$ cat config.mk
export PLATFORM = sky130hd
export DESIGN_NAME = uart_cmd_bridge
export DESIGN_NICKNAME = d
export VERILOG_FILES = /design/src/verilog/uart_frame_pkg.sv /design/src/verilog/bridge_cmd_pkg.sv /design/src/verilog/uart_tx.sv /design/src/verilog/uart_rx.sv /design/src/verilog/cmd_sequencer.sv /design/src/verilog/uart_cmd_bridge.sv
export SDC_FILE = /design/constraint.sdc
export NUM_CORES = 1
export LEC_CHECK = 0
export BUFFER_PORTS_ARGS = -buffer_cell sky130_fd_sc_hd__buf_2
export CORE_MARGIN = 2
export CORE_UTILIZATION = 55
export CTS_CLUSTER_SIZE = 8
export DETAILED_ROUTE_END_ITERATION = 8
export PLACE_DENSITY = 0.85
export SYNTH_ARGS = -nofsm -noshare
export SYNTH_HDL_FRONTEND = slang
export SYNTH_SLANG_ARGS = --single-unit
$ cat constraint.sdc
create_clock -name clk -period 3.7 [get_ports clk]
set_input_delay 0 -clock clk [delete_from_list [all_inputs] [get_ports clk]]
set_output_delay 0 -clock clk [all_outputs]
set_load 0.005 [all_outputs]
$ cat src/verilog/uart_frame_pkg.sv
package uart_frame_pkg;

  // one payload character on the line
  typedef logic [7:0] byte_t;

  // slot index inside a frame, 0 is the start bit
  typedef logic [3:0] bit_cnt_t;

  localparam int DATA_BITS  = 8;
  localparam int FRAME_BITS = 11;

  // slot numbers of the framing bits
  localparam bit_cnt_t SLOT_START  = bit_cnt_t'(0);
  localparam bit_cnt_t SLOT_PARITY = bit_cnt_t'(FRAME_BITS - 2);
  localparam bit_cnt_t SLOT_STOP   = bit_cnt_t'(FRAME_BITS - 1);

  // idle and stop level, start bit is the inverse
  localparam logic line_idle = 1'b1;

  // odd parity bit for one character
  function automatic logic odd_parity(input byte_t data);
    return ~^data;
  endfunction

endpackage

$ cat src/verilog/bridge_cmd_pkg.sv
package bridge_cmd_pkg;

  // host command word
  typedef logic [15:0] cmd_t;

  // bit 15 set means a reply byte is expected
  localparam int CMD_READ_BIT = 15;

  // byte lanes, high byte goes out first
  localparam int CMD_HI_LSB = 8;
  localparam int CMD_LO_LSB = 0;

  // sequencer states
  typedef enum logic [1:0] {
    ST_IDLE,
    ST_SEND_HI,
    ST_SEND_LO,
    ST_WAIT_RSP
  } seq_state_t;

endpackage

$ cat src/verilog/uart_tx.sv
`timescale 1ns/1ns

module uart_tx
  import uart_frame_pkg::*;
#(
  parameter int CLKS_PER_BIT = 434
) (
  input  logic  clk,
  input  logic  rst_n,
  input  logic  tx_start,
  input  byte_t tx_byte,
  output logic  tx,
  output logic  tx_busy,
  output logic  tx_done
);

  localparam int TW = (CLKS_PER_BIT > 1) ? $clog2(CLKS_PER_BIT) : 1;
  localparam logic [TW-1:0] TIMER_LAST = TW'(CLKS_PER_BIT - 1);

  logic [FRAME_BITS-1:0] frame;
  logic [FRAME_BITS-1:0] shreg;
  logic [TW-1:0]         bit_timer;
  bit_cnt_t              slot;
  logic                  bit_end;

  // stop, parity, data, start from msb down
  assign frame = {line_idle, odd_parity(tx_byte), tx_byte, ~line_idle};

  assign bit_end = tx_busy && (bit_timer == TIMER_LAST);
  assign tx_done = bit_end && (slot == SLOT_STOP);

  always_ff @(posedge clk or negedge rst_n) begin
    if (!rst_n) begin
      tx_busy   <= 1'b0;
      tx        <= line_idle;
      bit_timer <= '0;
      slot      <= SLOT_START;
    end else if (tx_start) begin
      tx_busy   <= 1'b1;
      tx        <= frame[0];
      bit_timer <= '0;
      slot      <= SLOT_START;
    end else if (bit_end) begin
      bit_timer <= '0;
      if (slot == SLOT_STOP) begin
        tx_busy <= 1'b0;
        tx      <= line_idle;
      end else begin
        slot <= slot + 1'b1;
        // shreg[0] is the bit on the line now
        tx   <= shreg[1];
      end
    end else if (tx_busy) begin
      bit_timer <= bit_timer + 1'b1;
    end
  end

  always_ff @(posedge clk) begin
    if (tx_start) begin
      shreg <= frame;
    end else if (bit_end) begin
      shreg <= {line_idle, shreg[FRAME_BITS-1:1]};
    end
  end

  a_idle_line_high: assert property (
    @(posedge clk) disable iff (!rst_n)
    !tx_busy |-> (tx == line_idle)
  );

  a_no_start_when_busy: assert property (
    @(posedge clk) disable iff (!rst_n)
    tx_start |-> !tx_busy
  );

endmodule

$ cat src/verilog/uart_rx.sv
`timescale 1ns/1ns

module uart_rx
  import uart_frame_pkg::*;
#(
  parameter int CLKS_PER_BIT = 434,
  parameter int PARITY_CHECK = 1
) (
  input  logic  clk,
  input  logic  rst_n,
  input  logic  rx,
  input  logic  rx_arm,
  output logic  rx_start_seen,
  output logic  rx_valid,
  output byte_t rx_byte,
  output logic  rx_parity_err
);

  localparam int TW = (CLKS_PER_BIT > 1) ? $clog2(CLKS_PER_BIT) : 1;
  localparam logic [TW-1:0] TIMER_LAST = TW'(CLKS_PER_BIT - 1);
  localparam logic [TW-1:0] HALF_LOAD  = TW'(CLKS_PER_BIT / 2 - 1);

  logic          rx_meta;
  logic          rx_sync;
  logic          rx_prev;
  logic          busy;
  bit_cnt_t      slot;
  logic [TW-1:0] bit_timer;
  logic          par_q;
  logic          fall;
  logic          tick;
  logic          par_bad;
  logic          stop_bad;

  // two flops against metastability, third one for the edge
  always_ff @(posedge clk or negedge rst_n) begin
    if (!rst_n) begin
      rx_meta <= line_idle;
      rx_sync <= line_idle;
      rx_prev <= line_idle;
    end else begin
      rx_meta <= rx;
      rx_sync <= rx_meta;
      rx_prev <= rx_sync;
    end
  end

  assign fall = rx_arm && !busy && (rx_prev == line_idle) && (rx_sync != line_idle);

  // down counter, zero marks the middle of a slot
  assign tick = busy && (bit_timer == '0);

  assign rx_start_seen = tick && (slot == SLOT_START) && (rx_sync != line_idle);
  assign rx_valid      = tick && (slot == SLOT_STOP);

  assign par_bad       = (PARITY_CHECK != 0) && (odd_parity(rx_byte) != par_q);
  assign stop_bad      = (rx_sync != line_idle);
  assign rx_parity_err = par_bad || stop_bad;

  always_ff @(posedge clk or negedge rst_n) begin
    if (!rst_n) begin
      busy      <= 1'b0;
      slot      <= SLOT_START;
      bit_timer <= '0;
    end else if (!rx_arm) begin
      busy <= 1'b0;
    end else if (fall) begin
      busy      <= 1'b1;
      slot      <= SLOT_START;
      bit_timer <= HALF_LOAD;
    end else if (tick) begin
      bit_timer <= TIMER_LAST;
      if (slot == SLOT_START && rx_sync == line_idle) begin
        // line went back high, just a glitch
        busy <= 1'b0;
      end else if (slot == SLOT_STOP) begin
        busy <= 1'b0;
      end else begin
        slot <= slot + 1'b1;
      end
    end else if (busy) begin
      bit_timer <= bit_timer - 1'b1;
    end
  end

  always_ff @(posedge clk) begin
    if (tick && slot != SLOT_START && slot < SLOT_PARITY) begin
      // lsb arrives first
      rx_byte <= {rx_sync, rx_byte[DATA_BITS-1:1]};
    end
    if (tick && slot == SLOT_PARITY) begin
      par_q <= rx_sync;
    end
  end

  a_valid_single_cycle: assert property (
    @(posedge clk) disable iff (!rst_n)
    rx_valid |=> !rx_valid
  );

endmodule

$ cat src/verilog/cmd_sequencer.sv
`timescale 1ns/1ns

module cmd_sequencer
  import uart_frame_pkg::*, bridge_cmd_pkg::*;
#(
  parameter int RSP_TIMEOUT = 100000
) (
  input  logic  clk,
  input  logic  rst_n,
  input  cmd_t  cmd_in,
  input  logic  cmd_vld,
  output logic  cmd_rdy,
  output logic  tx_start,
  output byte_t tx_byte,
  input  logic  tx_busy,
  input  logic  tx_done,
  output logic  rx_arm,
  input  logic  rx_start_seen,
  input  logic  rx_valid,
  input  byte_t rx_byte,
  input  logic  rx_parity_err,
  output byte_t read_data,
  output logic  read_err,
  output logic  read_rdy,
  output logic  rsp_timeout
);

  localparam int TOW = $clog2(RSP_TIMEOUT + 1);
  localparam logic [TOW-1:0] TO_LAST = TOW'(RSP_TIMEOUT - 1);

  seq_state_t     state;
  cmd_t           cmd_q;
  logic           start_seen;
  logic [TOW-1:0] to_cnt;
  logic           accept;
  logic           is_read;

  assign accept  = cmd_vld && cmd_rdy;
  assign is_read = cmd_q[CMD_READ_BIT];

  always_ff @(posedge clk or negedge rst_n) begin
    if (!rst_n) begin
      state       <= ST_IDLE;
      cmd_rdy     <= 1'b1;
      tx_start    <= 1'b0;
      rx_arm      <= 1'b0;
      start_seen  <= 1'b0;
      to_cnt      <= '0;
      read_rdy    <= 1'b0;
      rsp_timeout <= 1'b0;
    end else begin
      tx_start    <= 1'b0;
      read_rdy    <= 1'b0;
      rsp_timeout <= 1'b0;
      case (state)
        ST_IDLE: begin
          if (accept) begin
            state    <= ST_SEND_HI;
            cmd_rdy  <= 1'b0;
            tx_start <= 1'b1;
          end
        end
        ST_SEND_HI: begin
          if (tx_done) begin
            state    <= ST_SEND_LO;
            tx_start <= 1'b1;
          end
        end
        ST_SEND_LO: begin
          if (tx_done) begin
            if (is_read) begin
              state      <= ST_WAIT_RSP;
              rx_arm     <= 1'b1;
              start_seen <= 1'b0;
              to_cnt     <= '0;
            end else begin
              state   <= ST_IDLE;
              cmd_rdy <= 1'b1;
            end
          end
        end
        ST_WAIT_RSP: begin
          if (rx_valid) begin
            state    <= ST_IDLE;
            cmd_rdy  <= 1'b1;
            rx_arm   <= 1'b0;
            read_rdy <= 1'b1;
          end else if (rx_start_seen) begin
            // reply under way, window no longer applies
            start_seen <= 1'b1;
          end else if (!start_seen) begin
            if (to_cnt == TO_LAST) begin
              state       <= ST_IDLE;
              cmd_rdy     <= 1'b1;
              rx_arm      <= 1'b0;
              rsp_timeout <= 1'b1;
            end else begin
              to_cnt <= to_cnt + 1'b1;
            end
          end
        end
        default: begin
          state   <= ST_IDLE;
          cmd_rdy <= 1'b1;
          rx_arm  <= 1'b0;
        end
      endcase
    end
  end

  always_ff @(posedge clk) begin
    if (accept) begin
      cmd_q   <= cmd_in;
      tx_byte <= cmd_in[CMD_HI_LSB +: DATA_BITS];
    end else if (state == ST_SEND_HI && tx_done) begin
      tx_byte <= cmd_q[CMD_LO_LSB +: DATA_BITS];
    end
    if (state == ST_WAIT_RSP && rx_valid) begin
      read_data <= rx_byte;
      read_err  <= rx_parity_err;
    end
  end

  a_rdy_only_idle: assert property (
    @(posedge clk) disable iff (!rst_n)
    cmd_rdy == (state == ST_IDLE)
  );

  // transmitter must be free again by the time a new command can come in
  a_tx_free_when_rdy: assert property (
    @(posedge clk) disable iff (!rst_n)
    cmd_rdy |-> !tx_busy
  );

endmodule

$ cat src/verilog/uart_cmd_bridge.sv
`timescale 1ns/1ns

module uart_cmd_bridge
  import uart_frame_pkg::*, bridge_cmd_pkg::*;
#(
  parameter int CLK_FREQ     = 50000000,
  parameter int BAUD         = 115200,
  parameter int RSP_TIMEOUT  = 100000,
  parameter int PARITY_CHECK = 1
) (
  input  logic  clk,
  input  logic  rst_n,
  input  cmd_t  cmd_in,
  input  logic  cmd_vld,
  output logic  cmd_rdy,
  output logic  tx,
  input  logic  rx,
  output byte_t read_data,
  output logic  read_err,
  output logic  read_rdy,
  output logic  rsp_timeout
);

  // rounded down, small baud error at odd ratios
  localparam int CLKS_PER_BIT = CLK_FREQ / BAUD;

  logic  tx_start;
  byte_t tx_byte;
  logic  tx_busy;
  logic  tx_done;
  logic  rx_arm;
  logic  rx_start_seen;
  logic  rx_valid;
  byte_t rx_byte;
  logic  rx_parity_err;

  cmd_sequencer #(
    .RSP_TIMEOUT (RSP_TIMEOUT)
  ) u_cmd_sequencer (
    .clk           (clk),
    .rst_n         (rst_n),
    .cmd_in        (cmd_in),
    .cmd_vld       (cmd_vld),
    .cmd_rdy       (cmd_rdy),
    .tx_start      (tx_start),
    .tx_byte       (tx_byte),
    .tx_busy       (tx_busy),
    .tx_done       (tx_done),
    .rx_arm        (rx_arm),
    .rx_start_seen (rx_start_seen),
    .rx_valid      (rx_valid),
    .rx_byte       (rx_byte),
    .rx_parity_err (rx_parity_err),
    .read_data     (read_data),
    .read_err      (read_err),
    .read_rdy      (read_rdy),
    .rsp_timeout   (rsp_timeout)
  );

  uart_tx #(
    .CLKS_PER_BIT (CLKS_PER_BIT)
  ) u_uart_tx (
    .clk      (clk),
    .rst_n    (rst_n),
    .tx_start (tx_start),
    .tx_byte  (tx_byte),
    .tx       (tx),
    .tx_busy  (tx_busy),
    .tx_done  (tx_done)
  );

  uart_rx #(
    .CLKS_PER_BIT (CLKS_PER_BIT),
    .PARITY_CHECK (PARITY_CHECK)
  ) u_uart_rx (
    .clk           (clk),
    .rst_n         (rst_n),
    .rx            (rx),
    .rx_arm        (rx_arm),
    .rx_start_seen (rx_start_seen),
    .rx_valid      (rx_valid),
    .rx_byte       (rx_byte),
    .rx_parity_err (rx_parity_err)
  );

endmodule

**Yosys cells after proc, flatten, opt, wreduce, memory -nomap -nowiden**

Index checks and enable logic that the tools add are counted.

- Add/sub/neg operators: 5
- Muxes and demuxes: 74
- Equality and inequality tests: 27
- Reductions and logical operators: 42
- Bitwise operators: 1
- Magnitude comparators: 1

Operators by type and width:

| kind | number |
|---|---|
| 17-bit two-way mux | 6 |
| 9-bit two-way mux | 6 |
| 1-bit two-way mux | 37 |
| 17-bit one-hot mux with 2 select lines | 1 |
| 4-bit two-way mux | 7 |
| 10-bit two-way mux | 2 |
| 17-bit by 1-bit adder with 17-bit output (second input constant) | 1 |
| 17-bit equality test (second input constant) | 1 |
| 1-bit logical AND | 16 |
| 2-bit two-way mux | 8 |
| 8-bit two-way mux | 2 |
| 8-bit XNOR reduction | 2 |
| 2-bit inequality test (second input constant) | 7 |
| 7-bit AND reduction | 2 |
| 4-bit equality test (second input constant) | 3 |
| 2-bit by 1-bit inequality test with 1-bit output (second input constant) | 6 |
| 6-bit AND reduction | 2 |
| 2-bit nonzero test | 5 |
| 9-bit by 1-bit adder with 9-bit output (second input constant) | 1 |
| 9-bit equality test (second input constant) | 1 |
| 9-bit logical NOT | 1 |
| 3-bit nonzero test | 3 |
| 9-bit by 1-bit subtractor with 9-bit output (second input constant) | 1 |
| 4-bit by 1-bit adder with 4-bit output (second input constant) | 2 |
| 19 further kinds | 27 |

- Logic and storage cells: 176
- Register bits: 109
- Input bits: 20
- Output and inout bits: 13

**Longest topological paths before layout**

- Word-level depth: 7
- Mapped depth: 8
- Mapped depth without buffers: 7

**By module**

From an unflattened synthesis, not the netlist that was laid out.

- Cell total of the unflattened synthesis: 433
- Area, all modules: 4917.2 µm²

By module, submodules not included:

| module | sequential area each (µm²) | area each (µm²) | times used | cells each |
|---|---|---|---|---|
| cmd_sequencer | 1407.6 | 2323.5 | 1 | 188 |
| uart_rx | 699.4 | 1301.2 | 1 | 116 |
| uart_tx | 646.9 | 1292.5 | 1 | 129 |

**Worst setup path before layout**

Ideal clock, no wire load.

- Kind: reg2reg
- From: reg u_uart_rx.bit_timer[2]
- To: reg u_cmd_sequencer.read_data[0], enable pin
- Setup time: 375 ps
- Path slack: 1451 ps
- Cell stages (with the launch flop): 6
- Clock period less this slack: 2249 ps
- Path buffers: 1
- Required time: 3325 ps
- Data arrival time: 1874 ps
- Cells stage by stage: dfrtp_1 > nor4_4 > nand4b_1 > buf_2 > or3_1 > nor2_1

- Longest elaborated chain between the ends: 4

RTL lines:

| what | RTL line | RTL |
|---|---|---|
| from (decl) | uart_rx.sv:28 | `logic [TW-1:0] bit_timer;` |
| from (signal assigned) | uart_rx.sv:82 | `bit_timer <= bit_timer - 1'b1;` |
| 9-bit logical NOT | uart_rx.sv:51 | `assign tick = busy && (bit_timer == '0);` |
| 1-bit logical AND | uart_rx.sv:51 |  |
| 1-bit logical AND | uart_rx.sv:54 | `assign rx_valid = tick && (slot == SLOT_STOP);` |
| 1-bit logical AND | cmd_sequencer.sv:118 | `if (state == ST_WAIT_RSP && rx_valid) begin` |
| to (signal assigned) | cmd_sequencer.sv:119 | `read_data <= rx_byte;` |
| to (decl) | cmd_sequencer.sv:22 | `output byte_t read_data,` |

Every way passes these cells.
A chain may end at the register's enable or synchronous reset.

**Worst setup path after layout**

Ends and elaborated chain as after synthesis.

==> impl_metrics.csv <==
group,metric,value,unit
run_status,outcome,"finished clean",
cells_and_area,final_net_count,510,
cells_and_area,antennaDiodeCount,0,
yosys,synth_enable_flop_cells,44,
yosys,syn-num-nets,466,
cells_and_area,post_route_cells_drive_above_1_share,15.29,%
timing,final.setup_skew,0.008316,ns
global_routing,grt_antenna_before_repair,0,
critical_path,critical_path.endpoint_type,"flip-flop",
place,dp_slack,1.149,ns
yosys,synthesis.instances,436,
floorplan,initial_standard_cell_utilization_of_the_core,56.19,%
critical_path,criticalPathCategory,"reg2reg",
route,postRouteAntennaNets,0,
global_routing,grt_usage,21.30,%
critical_path,worstSetupStartpointType,"flip-flop",
clocking,cts-resized-gates,0,
timing,timing.slew.headroom,30.46,%
clocking,clk_pin_slew,0.10,ns
clocking,cts.root.buffer_cell,"sky130_fd_sc_hd__clkbuf_8",
place,dp.final_hpwl,6.417,mm
clocking,clockBufferDepth,2,
cells_and_area,final_core_utilization,62.82,%
timing,hold-worst-slack,0.06733,ns
route,drcViolationCount,0,
route,drt-vias-per-instance,5.880,
power_and_ir_drop,power.density,340.8,nW/um^2
place,io_port_bufs,32,
timing,final.setup.worst_slack,1.159,ns
cells_and_area,regArea,2754,um^2
critical_path,crit_path_max_fanout,11,
critical_path,cp_slowest_cell,"sky130_fd_sc_hd__nor2_1",
hold_path,min-delay-path-class,"in2reg",
place,placedCellCount,559,
critical_path,cp_slowest_stage_delay,0.70,ns
yosys,postSynth.topFlopCell,"sky130_fd_sc_hd__dfrtp_1",
clocking,clock-sinks,101,
timing,rsz0062_at_grt,"no",
power_and_ir_drop,power.leakage,2.174,nW
timing,timing_worst_slew_pin_value,1.032,ns
timing,timing.fmax,0.3935,GHz
critical_path,cp_top_family,"simple AND/OR/NAND/NOR gates",
floorplan,ioPinCount,33,
cells_and_area,filler_cell_count,649,
yosys,yosys_warnings,0,
critical_path,worst_ep_arrival_time,2.54,ns
floorplan,rows,34,
floorplan,total_core_area,8636,um^2
clocking,cts_tree,"built",
route,drt_pre_antenna_iters,4,
yosys,asyncSetResetFlopFracSynth,56.44,%
timing,timing.final.hold_violations,0,
floorplan,die_x,97.93,um
cells_and_area,area_growth,11.81,%
floorplan,fp.dieArea,9589,um^2
timing,tns,0,ns
route,via_count,3481,
global_routing,grt_max_degree,58,
global_routing,grt-ovfl-total,0,
yosys,post_synth.cell_area_avg,11.13,um^2
clocking,clk_latency,0.37,ns
yosys,netlist_area,4852,um^2
route,route.final.wire_length,9.661,mm
global_routing,grt_busiest_layer,"met2",
global_routing,first_global_vias,3426,
global_routing,grtUsageMet2,36.88,%
route,first_iter_violations,182,
critical_path,worst_ep_required_time,3.70,ns
place,gp_congestion,0.8541,
power_and_ir_drop,power.ir.vdd_worst,163.6,uV
yosys,synth.ff_latch_count,101,
yosys,synth_cell_type_count,59,
timing,min_period_over_period,68.68,%
job,number_of_violations_of_the_max_capacitance_limit,0,
global_routing,grt_util_met3,5.154,%
critical_path,worstPathBufferInverterCount,1,
clocking,cts_buffers,9,
global_routing,grt.met1_usage,26.75,%
floorplan,die_height,97.93,um
timing,timing.final.setup_violations,0,
global_routing,grt_first_pass_wirelength,16.33,mm
cells_and_area,multiInputGateArea,1909,um^2
clocking,htree_levels,3,
cells_and_area,finish.cell_count_without_fillers,592,
timing,drv_slew,0,
yosys,post_synthesis_sequential_area_ratio,56.76,%
timing,layout_min_cycle_time,2.541,ns
critical_path,path_cells,"nor4_4, nand4b_1, buf_4, or3_1, nor2_1",
route,average_detailed_routed_wire_length_per_instance,16.32,um
[state kept, by name, indices dropped and copies added, names as in the netlist, 8 cells and up]
register	cells
u_cmd_sequencer.to_cnt	17
u_cmd_sequencer.cmd_q	9
u_uart_rx.bit_timer	9
u_uart_tx.bit_timer	9
u_uart_tx.shreg	9
u_cmd_sequencer.read_data	8
u_cmd_sequencer.tx_byte	8
u_uart_rx.rx_byte	8
[through the flow]
step / power (mW) / instance area, um^2
after CTS: 1.859 / 5425
after detailed placement: 1.218 / 5071
final: 1.849 / 5425
after floorplan: 1.194 / 4852
after global routing: 1.911 / 5425
after global placement: 1.217 / 5071
[layout make-up]
class	count	area share [%]
clock inverters	6	0.9225
repair buffers	54	6.827
inverters	22	1.522
multi-input cells	292	35.19
clock buffers	9	2.283
well taps	108	2.491
flip-flops and latches	101	50.76
[report_power, final]
group / switching (mW) / total, mW / internal, mW
combinational: 0.0195 / 0.0409 / 0.0214
clock: 0.392 / 0.640 / 0.248
sequential: 0.00153 / 1.17 / 1.17
total: 0.413 / 1.85 / 1.44
[what timing repair did]
item | CTS | global route
hold buffers | 18 | 0
endpoints found under the hold margin | 70 | 0
buffers inserted | 0 | 0
[cells in the final DEF (no fill, tap or decap), drive strengths merged, types with 11 or more instances in the layout]
master / instances
nor2: 28
inv: 23
xnor2: 21
edfxtp: 44
nand4: 11
nand2: 51
a21oi: 17
dlygate4sd3: 18
buf: 36
o21ai: 25
dfrtp: 52
a31oi: 17
[worst min-delay path, cell delays in order]
cell	delay [ns]
sky130_fd_sc_hd__buf_2	0.11
sky130_fd_sc_hd__nand2_1	0.08
sky130_fd_sc_hd__a21oi_1	0.09
sky130_fd_sc_hd__o2bb2ai_1	0.13
[synthesized netlist by cell type (all sizes together) (2+ instances only)]
cell type | instances | area share (%)
a31oi | 17 | 2.2
nor2 | 28 | 2.2
xnor2 | 21 | 3.8
nand2b | 3 | 0.39
a41oi | 2 | 0.36
dfstp | 5 | 2.7
or3 | 3 | 0.39
nand3b | 3 | 0.46
or4 | 2 | 0.31
o21a | 4 | 0.62
nor4 | 8 | 1.7
and3 | 6 | 0.77
a21o | 3 | 0.46
and2 | 4 | 0.52
a21oi | 17 | 1.8
inv | 22 | 1.7
nand2 | 51 | 3.9
o211a | 2 | 0.41
mux2i | 3 | 0.62
edfxtp | 44 | 27
clkbuf | 13 | 1.0
buf | 8 | 1.2
mux2 | 9 | 2.1
nand3 | 8 | 0.83
o211ai | 5 | 0.88
nand4b | 3 | 0.54
o21ai | 25 | 2.7
nor3 | 8 | 0.83
ha | 10 | 2.6
nand4 | 11 | 1.4
xor2 | 10 | 1.8
o31a | 3 | 0.54
and4 | 2 | 0.36
dfrtp | 52 | 27
a211oi | 3 | 0.57
[logic make-up (layout without fill, tap and decap cells)]
family / count (synthesis) / count (layout) / share of synthesized area [%]
AO/OA/AOI/OAI: 91 / 91 / 12.35
XOR/XNOR: 31 / 31 / 5.596
adder cells (fa/ha/maj): 10 / 10 / 2.579
buffers and inverters: 43 / 91 / 3.894
flip-flops: 101 / 101 / 56.76
multiplexers: 12 / 12 / 2.708
AND/OR/NAND/NOR: 148 / 148 / 16.12
[routing by layer]
metal	routed length, um	vias to the layer above
li1	-	1663
met1	4048	1719
met2	5064	83
met3	365	16
met4	183	0
met5	0	-
[final timing paths]
| path | startpoint | endpoint | slack (ns) | depth (start not counted) |
|---|---|---|---|---|
| worst max-delay path | u_uart_rx.bit_timer[2]$_DFFE_PN0P_ | u_cmd_sequencer.read_data[0]$_DFFE_PP_ | 1.16 | 5 |
| worst min-delay path | cmd_vld | u_cmd_sequencer.cmd_rdy$_DFFE_PN1P_ | 0.07 | 4 |
| worst max register to register | u_uart_rx.bit_timer[2]$_DFFE_PN0P_ | u_cmd_sequencer.read_data[0]$_DFFE_PP_ | 1.16 | 5 |
| worst min register to register | u_uart_rx.rx_meta$_DFF_PN1_ | u_uart_rx.rx_sync$_DFF_PN1_ | 0.36 | 0 |
| max in group asynchronous | rst_n | u_cmd_sequencer.to_cnt[4]$_DFFE_PN0P_ | 2.94 | 3 |
| min in group asynchronous | rst_n | u_uart_rx.bit_timer[6]$_DFFE_PN0P_ | 0.29 | 3 |
(Power assumes the default switching activity.)
